==> src/fetch_defines.svh <==
`ifndef FETCH_DEFINES_SVH
`define FETCH_DEFINES_SVH

// pc held in reset sits one word below the first fetch address
`define FETCH_RESET_PC 32'h1BFF_FFFC

// byte increment between sequential fetches
`define FETCH_WORD_STEP 32'd4

// stale responses that can be tracked at once is 2**W - 1
`define FETCH_CANCEL_W 4

`endif

==> src/fetch_pkg.sv <==
`include "fetch_defines.svh"

package fetch_pkg;

    // byte address on the fetch side
    typedef logic [31:0] addr_t;

    // raw instruction word from memory
    typedef logic [31:0] inst_t;

    // outstanding responses that must be dropped
    typedef logic [`FETCH_CANCEL_W-1:0] cancel_cnt_t;

    // exception entry and return from writeback
    typedef struct packed {
        logic  ertn_valid;
        logic  ex_valid;
        addr_t ex_entry;
        addr_t era;
    } csr_redirect_t;

    // branch outcome from decode
    // stall holds fetch until the branch resolves
    typedef struct packed {
        logic  taken;
        logic  stall;
        addr_t target;
    } branch_t;

    // fetched instruction handed to decode
    typedef struct packed {
        inst_t inst;
        addr_t pc;
        logic  adef;
    } if_to_id_t;

endpackage

==> src/fetch_pc_gen.sv <==
`timescale 1ns/1ns
`include "fetch_defines.svh"

module fetch_pc_gen import fetch_pkg::*; (
    input  logic          clk,
    input  logic          resetn,
    input  csr_redirect_t csr,
    input  branch_t       br,
    input  logic          accept,
    input  logic          advance,
    output addr_t         pc,
    output addr_t         next_pc,
    output logic          redirect_now
);

    // redirect kinds with index 0 at the highest priority
    localparam int NUM_SRC = 3;

    logic [NUM_SRC-1:0] hit;
    addr_t              hit_addr [NUM_SRC];
    logic [NUM_SRC-1:0] pend;
    addr_t              saved [NUM_SRC];

    assign hit[0]      = csr.ertn_valid;
    assign hit[1]      = csr.ex_valid;
    assign hit[2]      = br.taken;
    assign hit_addr[0] = csr.era;
    assign hit_addr[1] = csr.ex_entry;
    assign hit_addr[2] = br.target;

    assign redirect_now = |hit;

    // a redirect seen on an accept edge is either fetched now or overruled,
    // so it is only held when memory did not take a request
    always_ff @(posedge clk) begin
        if (!resetn) begin
            pend <= '0;
        end else begin
            for (int i = 0; i < NUM_SRC; i++) begin
                if (accept) begin
                    pend[i] <= 1'b0;
                end else if (hit[i]) begin
                    pend[i] <= 1'b1;
                end
            end
        end
    end

    always_ff @(posedge clk) begin
        for (int i = 0; i < NUM_SRC; i++) begin
            if (hit[i]) begin
                saved[i] <= hit_addr[i];
            end
        end
    end

    // walk from lowest priority up so later matches win
    // held target beats the live one of the same kind
    always_comb begin
        next_pc = pc + `FETCH_WORD_STEP;
        for (int i = NUM_SRC - 1; i >= 0; i--) begin
            if (hit[i]) begin
                next_pc = hit_addr[i];
            end
            if (pend[i]) begin
                next_pc = saved[i];
            end
        end
    end

    always_ff @(posedge clk) begin
        if (!resetn) begin
            pc <= `FETCH_RESET_PC;
        end else if (advance) begin
            pc <= next_pc;
        end
    end

endmodule

==> src/fetch_stage.sv <==
`timescale 1ns/1ns

module fetch_stage import fetch_pkg::*; (
    input  logic      clk,
    input  logic      resetn,
    // instruction memory
    output logic      req,
    output addr_t     addr,
    input  logic      addr_ok,
    input  logic      data_ok,
    input  inst_t     rdata,
    // decode side
    input  logic      id_allowin,
    input  logic      flush,
    input  logic      br_stall,
    // pc generator
    input  logic      redirect_now,
    input  addr_t     pc,
    input  addr_t     next_pc,
    output logic      accept,
    output logic      advance,
    // to decode
    output logic      to_id_valid,
    output if_to_id_t to_id
);

    logic        started;
    logic        halted;
    logic        valid;
    logic        kill;
    logic        allowin;
    logic        ready_go;
    logic        live_data;
    cancel_cnt_t cancel_cnt;
    logic        cancel_any;
    logic        cnt_inc;
    logic        cnt_dec;
    logic        pre_cancel;
    logic        buf_valid;
    inst_t       buf_inst;

    assign kill = redirect_now | flush;

    // a response belongs to the stage only once every stale one has drained
    assign cancel_any = |cancel_cnt;
    assign live_data  = data_ok & ~cancel_any & ~pre_cancel;

    assign ready_go = live_data | buf_valid;
    assign allowin  = ~valid | (ready_go & id_allowin);

    assign req    = started & ~halted & allowin & ~br_stall & ~pre_cancel;
    assign addr   = next_pc;
    assign accept = req & addr_ok;

    // flush without a new target throws away the request taken this cycle
    assign advance = accept & (redirect_now | ~flush);

    // keeps req low through the reset cycles
    always_ff @(posedge clk) begin
        if (!resetn) begin
            started <= 1'b0;
        end else begin
            started <= 1'b1;
        end
    end

    // fetch sleeps after a flush until some redirect gives a new path
    always_ff @(posedge clk) begin
        if (!resetn) begin
            halted <= 1'b0;
        end else if (redirect_now) begin
            halted <= 1'b0;
        end else if (flush) begin
            halted <= 1'b1;
        end
    end

    always_ff @(posedge clk) begin
        if (!resetn) begin
            valid <= 1'b0;
        end else if (allowin | kill) begin
            valid <= advance;
        end
    end

    // request in flight whose answer is now stale
    assign cnt_inc = kill & valid & ~ready_go;
    assign cnt_dec = data_ok & cancel_any;

    always_ff @(posedge clk) begin
        if (!resetn) begin
            cancel_cnt <= '0;
        end else begin
            cancel_cnt <= cancel_cnt + cancel_cnt_t'(cnt_inc) - cancel_cnt_t'(cnt_dec);
        end
    end

    // marks the newest accepted request as dead
    // nothing else may issue before its answer comes back
    always_ff @(posedge clk) begin
        if (!resetn) begin
            pre_cancel <= 1'b0;
        end else if (accept & ~advance) begin
            pre_cancel <= 1'b1;
        end else if (pre_cancel & data_ok & ~cancel_any) begin
            pre_cancel <= 1'b0;
        end
    end

    // one-entry hold for data that arrives while decode is stalled
    always_ff @(posedge clk) begin
        if (!resetn) begin
            buf_valid <= 1'b0;
        end else if (kill | id_allowin) begin
            buf_valid <= 1'b0;
        end else if (valid & live_data) begin
            buf_valid <= 1'b1;
        end
    end

    always_ff @(posedge clk) begin
        if (valid & live_data & ~id_allowin) begin
            buf_inst <= rdata;
        end
    end

    // data passes straight through in its data_ok cycle
    assign to_id_valid = valid & ready_go & ~kill;

    always_comb begin
        to_id.inst = buf_valid ? buf_inst : rdata;
        to_id.pc   = pc;
        to_id.adef = |pc[1:0];
    end

endmodule

==> src/fetch_top.sv <==
`timescale 1ns/1ns

module fetch_top import fetch_pkg::*; (
    input  logic          clk,
    input  logic          resetn,
    // instruction memory
    output logic          req,
    output addr_t         addr,
    input  logic          addr_ok,
    input  logic          data_ok,
    input  inst_t         rdata,
    // decode
    output logic          to_id_valid,
    output if_to_id_t     to_id,
    input  logic          id_allowin,
    // redirect sources
    input  branch_t       br,
    input  csr_redirect_t csr,
    input  logic          flush
);

    logic  accept;
    logic  advance;
    logic  redirect_now;
    addr_t pc;
    addr_t next_pc;

    fetch_pc_gen u_pc_gen (
        .clk          (clk),
        .resetn       (resetn),
        .csr          (csr),
        .br           (br),
        .accept       (accept),
        .advance      (advance),
        .pc           (pc),
        .next_pc      (next_pc),
        .redirect_now (redirect_now)
    );

    fetch_stage u_stage (
        .clk          (clk),
        .resetn       (resetn),
        .req          (req),
        .addr         (addr),
        .addr_ok      (addr_ok),
        .data_ok      (data_ok),
        .rdata        (rdata),
        .id_allowin   (id_allowin),
        .flush        (flush),
        .br_stall     (br.stall),
        .redirect_now (redirect_now),
        .pc           (pc),
        .next_pc      (next_pc),
        .accept       (accept),
        .advance      (advance),
        .to_id_valid  (to_id_valid),
        .to_id        (to_id)
    );

endmodule

==> config.mk <==
export PLATFORM = sky130hd
export DESIGN_NAME = fetch_top
export DESIGN_NICKNAME = d
export VERILOG_FILES = /design/src/fetch_pkg.sv /design/src/fetch_pc_gen.sv /design/src/fetch_stage.sv /design/src/fetch_top.sv
export VERILOG_INCLUDE_DIRS = /design/src
export SDC_FILE = /design/constraint.sdc
export NUM_CORES = 1
export LEC_CHECK = 0
export BUFFER_PORTS_ARGS = -buffer_cell sky130_fd_sc_hd__buf_4
export CAP_MARGIN = 20
export CORE_UTILIZATION = 53
export CTS_CLUSTER_DIAMETER = 120
export DETAILED_ROUTE_END_ITERATION = 7
export PLACE_DENSITY_LB_ADDON = 0.1
export SYNTH_ARGS = -nofsm -noshare
export SYNTH_HDL_FRONTEND = slang
export SYNTH_SLANG_ARGS = --single-unit
==> constraint.sdc <==
create_clock -name clk -period 3.3 [get_ports clk]
set_clock_uncertainty 0.2 [all_clocks]
set_input_delay 0.495 -clock clk [delete_from_list [all_inputs] [get_ports clk]]
set_output_delay 0.495 -clock clk [all_outputs]
set_load 0.02 [all_outputs]
==> flow_summary.yaml, run 1 <==
floorplanning:
  pin_count: 237
  chipWidth_microns: 129
  die_y_microns: 129
  start_util_pct: 54.2
  row_count: 46
  dieArea_sq_um: 16700
  core-area_sq_um: 15800
timing:
  rsz0062_at_grt: "false"
  fin_setup_tns_ps: 0
  setup_viol_count_final: 0
  tightest_slew_ps: 959
  period_minus_slack_ps: 3220
  slew_viol_final: 0
  period_share_pct: 97.4
  max_freq_ghz: 0.311
  hold_violations: 0
  hold_slack_ps: 42.1
  maxSlewHeadroom_pct: 35.8
clocking:
  cts_buffer_depth: 2
  insertion_delay_ps: 430
  cts_root_buffer: "clkbuf_16"
  cts_buffers: 17
  hold_buffers: 0
  htree_num_levels: 4
  clk_pin_slew_ps: 60
  cts_tree: "done"
  cts_sinks: 172
global_routing:
  use_met2_pct: 55.6
  grt_max_degree: 36
  grtUsageMet1_pct: 42.9
  grt_pass1_vias: 7543
  grt_pass1_wl_microns: 41200
  grtUsageMet3_pct: 5.62
  antenna_found_initial: 0
  overflow: 0
  grtUsageTotal_pct: 33.3
  grt.busiest_layer: "met2"
synth:
  ys.flop_type: "edfxtp_1"
  netlist_instances: 783
  yosys_warnings: 0
  synth_edf_count: 128
  syn_nets: 928
  synth_seq_cells: 172
  synth_cell_type_count: 72
  syn-cell-area_sq_um: 8580
  syn_avg_cell_area_sq_um: 11.0
  seq_area_frac_synth_pct: 55.1
  async_flop_share_pct: 0
final_layout:
  final_common_cell: "buf_4"
  drive_gt1_share_pct: 37.7
  final_cell_area_sq_um: 11500
  area.growth.synth_to_final_pct: 33.5
  num-fill-cells: 1172
  n_antenna_cell: 0
  nNetsFinal: 1183
  mostFrequentLayoutCells: "buf_4, edfxtp_1, nand2_1"
setup_path:
  critPathKind: "flop to output port"
  r2r_slack_ps: 590
  end_kind: "output port"
  cp.arrival_ps: 2520
  critPathMaxFanout: 7
  crit_path_start_kind: "flop"
  worst_r2r_path_depth: 9
  reg2reg_from: "u_stage.cancel_cnt[2]$_SDFF_PN0_"
  worstPathRequired_ps: 2600
  r2r_end: "u_pc_gen.pc[31]$_SDFFE_PN0P_"
drt:
  vias_per_cell: 6.24
  vias: 7895
  totalWireLength_microns: 27400
  drtAntennaViolNets: 0
  wl_per_cell_microns: 21.7
  firstDrtPassIters: 5
  drtIter0Drc: 841
  drc: 0
min_path:
  hold_depth: 1
  hp-class: "input pin to flop"
  holdPathEnd: "u_pc_gen.saved[0][66]$_DFFE_PP_"
  min-delay-start: "br[2]"
status:
  status: "finished, final reports clean"
placement:
  place_area_sq_um: 10800
  gpl.final_weighted_congestion: 0.919
  port_buffers: 236
  dp_hpwl_microns: 19900
power_and_ir_drop:
  power_leakage_nw: 4.55
  vdd_ir_drop_max_uv: 432
  powerDensity_nw_per_um2: 511
job:
  cap_violations: 0
## worst max-delay path: stages (launching register included)
cell and delay, ps:
dfxtp_2 400, nand4_4 170, or4_4 630, or4_1 520
nand3_1 130, nand2_1 60, buf_4 170
## through the flow
step                      cells  setup WS (ps)  total power, mW  utilization, %
after global routing       1266           14.1             6.07            72.4
after CTS                  1264           24.8             5.83            71.9
after detailed placement   1230            313             3.98            68.2
after global placement     1230            330             3.96            68.2
final                      1266           84.8             5.86            72.4
after floorplan             783            417             3.39               -
## report_power, final
part	leakage [nW]	internal (mW)	switching (mW)
Combinational	2.71	0.619	0.806
Sequential	1.59	2.48	0.0885
Clock	0.254	1.03	0.836
Total	4.55	4.13	1.73
## worst max path at each step
stage	from	endpoint	slack [ps]	cells after the start
final	u_pc_gen.pc[16]$_SDFFE_PN1P_	addr[22]	80	6
after global routing	u_pc_gen.pc[16]$_SDFFE_PN1P_	addr[22]	10	6
after CTS	u_pc_gen.pend[1]$_SDFFE_PP0P_	addr[18]	20	7
after detailed placement	u_pc_gen.pc[13]$_SDFFE_PN1P_	addr[28]	310	6
after global placement	br[33]	addr[15]	330	7
after floorplan	u_pc_gen.pc[14]$_SDFFE_PN1P_	addr[27]	420	7
## metal layers
layer	part of all wire (%)	vias up
met2	48	511
met1	39	3747
met5	0	-
li1	-	3563
met4	3.2	0
met3	10	74
## area by class of cell
type | instances | area (sq um) | area share, %
clock buffers | 19 | 433 | 3.78
clock inverters | 12 | 101 | 0.885
inverters | 29 | 113 | 0.983
multi-input cells | 527 | 3590 | 31.4
flip-flops and latches | 172 | 4740 | 41.4
well taps | 216 | 270 | 2.36
repair buffers | 291 | 2200 | 19.2
## synthesized netlist by cell type (7+ instances only)
cell | count | area (sq um)
nand2_1 | 71 | 267
a221o_1 | 8 | 80.1
xnor2_1 | 7 | 61.3
clkbuf_1 | 42 | 158
buf_1 | 10 | 37.5
o22ai_1 | 17 | 106
mux2_2 | 34 | 383
nand2b_1 | 12 | 75.1
nor4_1 | 14 | 87.6
edfxtp_1 | 128 | 3840
o221ai_1 | 10 | 87.6
nand4_1 | 11 | 68.8
a31oi_1 | 21 | 131
o211ai_1 | 12 | 90.1
nor2_1 | 46 | 173
nor2b_1 | 10 | 62.6
a22oi_1 | 9 | 67.6
nor3_1 | 17 | 85.1
a221oi_1 | 10 | 87.6
or3_1 | 8 | 50.1
nand3_1 | 22 | 110
dfxtp_1 | 44 | 881
o21ai_0 | 26 | 130
a21oi_1 | 36 | 180
o31ai_1 | 10 | 75.1
inv_1 | 28 | 105
## state kept, by name, summed over array words and instances (netlist names)
register and count:
u_stage.pre_cancel 1, u_stage.valid 1, u_stage.cancel_cnt 4, u_pc_gen.saved 96, u_pc_gen.pend 3, u_pc_gen.pc 32, u_stage.buf_valid 1, u_stage.buf_inst 32
u_stage.halted 1, u_stage.started 1
## what timing repair did
action | in CTS | in global routing
resized for setup | 9 | 16
gates cloned | 1 | 0
pin swaps | 3 | 1
setup buffers | 2 | 2
setup endpoints to repair | 5 | 16
## cells by family after synthesis
family,share of synthesized area (%)
AOI/OAI and AO/OA,18.1
xor gates and xnor gates,1.02
adders and majority gates,1.11
buffers and inverters,3.92
DFF,55.1
muxes,5.16
and+or+nand+nor,15.6
No activity file was read; power rests on OpenSTA's default activity.
==> run 2: changes to the inputs <==
--- a/config.mk
+++ b/config.mk
@@ -11,7 +11,7 @@
 export CORE_UTILIZATION = 53
 export CTS_CLUSTER_DIAMETER = 120
 export DETAILED_ROUTE_END_ITERATION = 7
-export PLACE_DENSITY_LB_ADDON = 0.1
+export PLACE_DENSITY = 0.81
 export SYNTH_ARGS = -nofsm -noshare
 export SYNTH_HDL_FRONTEND = slang
 export SYNTH_SLANG_ARGS = --single-unit
==> run 2 against run 1 <==
Die area is the same; clock power increased by 2%; worst hold slack got worse by 2.0 ps; fmax decreased by 0.46%; clock-buffer cell count shrank 2.
==> flow_summary.yaml, run 2 (synthesized netlist as in run 1, its figures left out) <==
status:
  status: "finished, final reports clean"
global_routing:
  use_met2_pct: 54.2
  grt_pass1_vias: 7598
  grt_pass1_wl_microns: 41000
  antenna_found_initial: 0
  grtUsageMet1_pct: 41.2
  grtUsageMet3_pct: 8.34
  grtUsageTotal_pct: 33.2
  grt_max_degree: 36
  overflow: 0
  grt.busiest_layer: "met2"
clocking:
  clk_pin_slew_ps: 70
  htree_num_levels: 4
  cts_tree: "done"
  cts_buffer_depth: 2
  insertion_delay_ps: 440
  cts_root_buffer: "clkbuf_16"
  hold_buffers: 0
  cts_buffers: 17
  cts_sinks: 172
min_path:
  hold_depth: 1
  hp-class: "input pin to flop"
  min-delay-start: "rdata[0]"
  holdPathEnd: "u_stage.buf_inst[0]$_DFFE_PP_"
final_layout:
  area.growth.synth_to_final_pct: 32.8
  largestRegisters: "u_pc_gen.saved (96), u_pc_gen.pc (32), u_stage.buf_inst (32)"
  multiInputGateArea_sq_um: 3590
  final_common_cell: "buf_4"
  seqCellArea_sq_um: 4740
  num-fill-cells: 1148
  largest_reg_flops: 96
  final_cell_area_sq_um: 11400
  drive_gt1_share_pct: 37.7
  mostFrequentLayoutCells: "buf_4, edfxtp_1, nand2_1"
  fin_cells: 1259
  n_antenna_cell: 0
  top_register: "u_pc_gen.saved"
  nNetsFinal: 1175
drt:
  drtAntennaViolNets: 0
  vias_per_cell: 6.36
  totalWireLength_microns: 28100
  drtIter0Drc: 810
  firstDrtPassIters: 5
  wl_per_cell_microns: 22.3
  drc: 0
  vias: 8003
setup_path:
  critPathKind: "flop to output port"
  r2r_end: "u_pc_gen.pc[9]$_SDFFE_PN1P_"
  worstPathRequired_ps: 2600
  crit_path_start_kind: "flop"
  end_kind: "output port"
  reg2reg_from: "u_stage.cancel_cnt[2]$_SDFF_PN0_"
  critPathMaxFanout: 6
  cp.arrival_ps: 2530
  worst_r2r_path_depth: 7
  r2r_slack_ps: 410
floorplanning:
  pin_count: 237
  dieArea_sq_um: 16700
  die_y_microns: 129
  start_util_pct: 54.2
  chipWidth_microns: 129
  core-area_sq_um: 15800
  row_count: 46
power_and_ir_drop:
  powerDensity_nw_per_um2: 519
  vdd_ir_drop_max_uv: 504
  power_leakage_nw: 4.53
  power.total_mw: 5.91
timing:
  fin_setup_tns_ps: 0
  max_freq_ghz: 0.310
  maxSlewHeadroom_pct: 22.6
  period_minus_slack_ps: 3230
  tightest_slew_ps: 1160
  hold_violations: 0
  period_share_pct: 97.9
  slew_viol_final: 0
  setup_viol_count_final: 0
job:
  cap_violations: 0
placement:
  place_area_sq_um: 10800
  dp_hpwl_microns: 20200
  port_buffers: 236
  dp_cells: 1225
  gpl.final_weighted_congestion: 0.919
run 2: repair_timing:
item,in CTS,in global routing
buffers inserted,1,0
setup endpoints to repair,10,15
gates cloned,0,1
pin swaps,1,1
gates resized for setup,8,21
run 2: worst max path at each step:
stage,from,slack [ps],cells past startpoint,endpoint
detailed placement,br[33],350,7,addr[15]
global route,u_pc_gen.pend[1]$_SDFFE_PP0P_,-40,7,addr[18]
finish,u_pc_gen.pc[16]$_SDFFE_PN1P_,70,6,addr[22]
CTS,u_pc_gen.pc[13]$_SDFFE_PN1P_,5,6,addr[22]
floorplan,u_pc_gen.pc[14]$_SDFFE_PN1P_,420,7,addr[27]
global placement,br[33],340,7,addr[15]
run 2: final cells by class:
type,count,share of cell area (%)
repair buffers,283,18.7
flip-flops and latches,172,41.6
clock buffers,17,3.73
well taps,216,2.37
multi-input cells,527,31.5
clock inverters,15,1.08
inverters,29,0.966
run 2: critical path, cell delays in order, from the launching register on:
cell and delay, ps:
dfxtp_4 390, nand4_4 160, or4_4 610, or4_1 520, nand3_1 130, nand2_1 100
buf_4 180
run 2: per-layer routing:
metal	routed length, microns	vias to the layer above
met5	0	-
met4	1090	0
met3	3510	98
met2	13300	624
met1	10200	3720
li1	-	3561
run 2: metrics by stage:
| stage | hold slack, ps | util, % | worst slack, ps |
|---|---|---|---|
| after global routing | 33.5 | 72.0 | -38.4 |
| final | 40.2 | 72.0 | 70.0 |
| after floorplan | 286 | - | 417 |
| after CTS | 21.9 | 71.6 | 5.30 |
| after detailed placement | 314 | 68.0 | 355 |
| after global placement | 299 | 68.0 | 335 |
run 2: power breakdown:
| group | internal (mW) | switching [mW] |
|---|---|---|
| clock | 1.03 | 0.864 |
| combinational | 0.614 | 0.830 |
| sequential | 2.48 | 0.0906 |
| total | 4.13 | 1.79 |
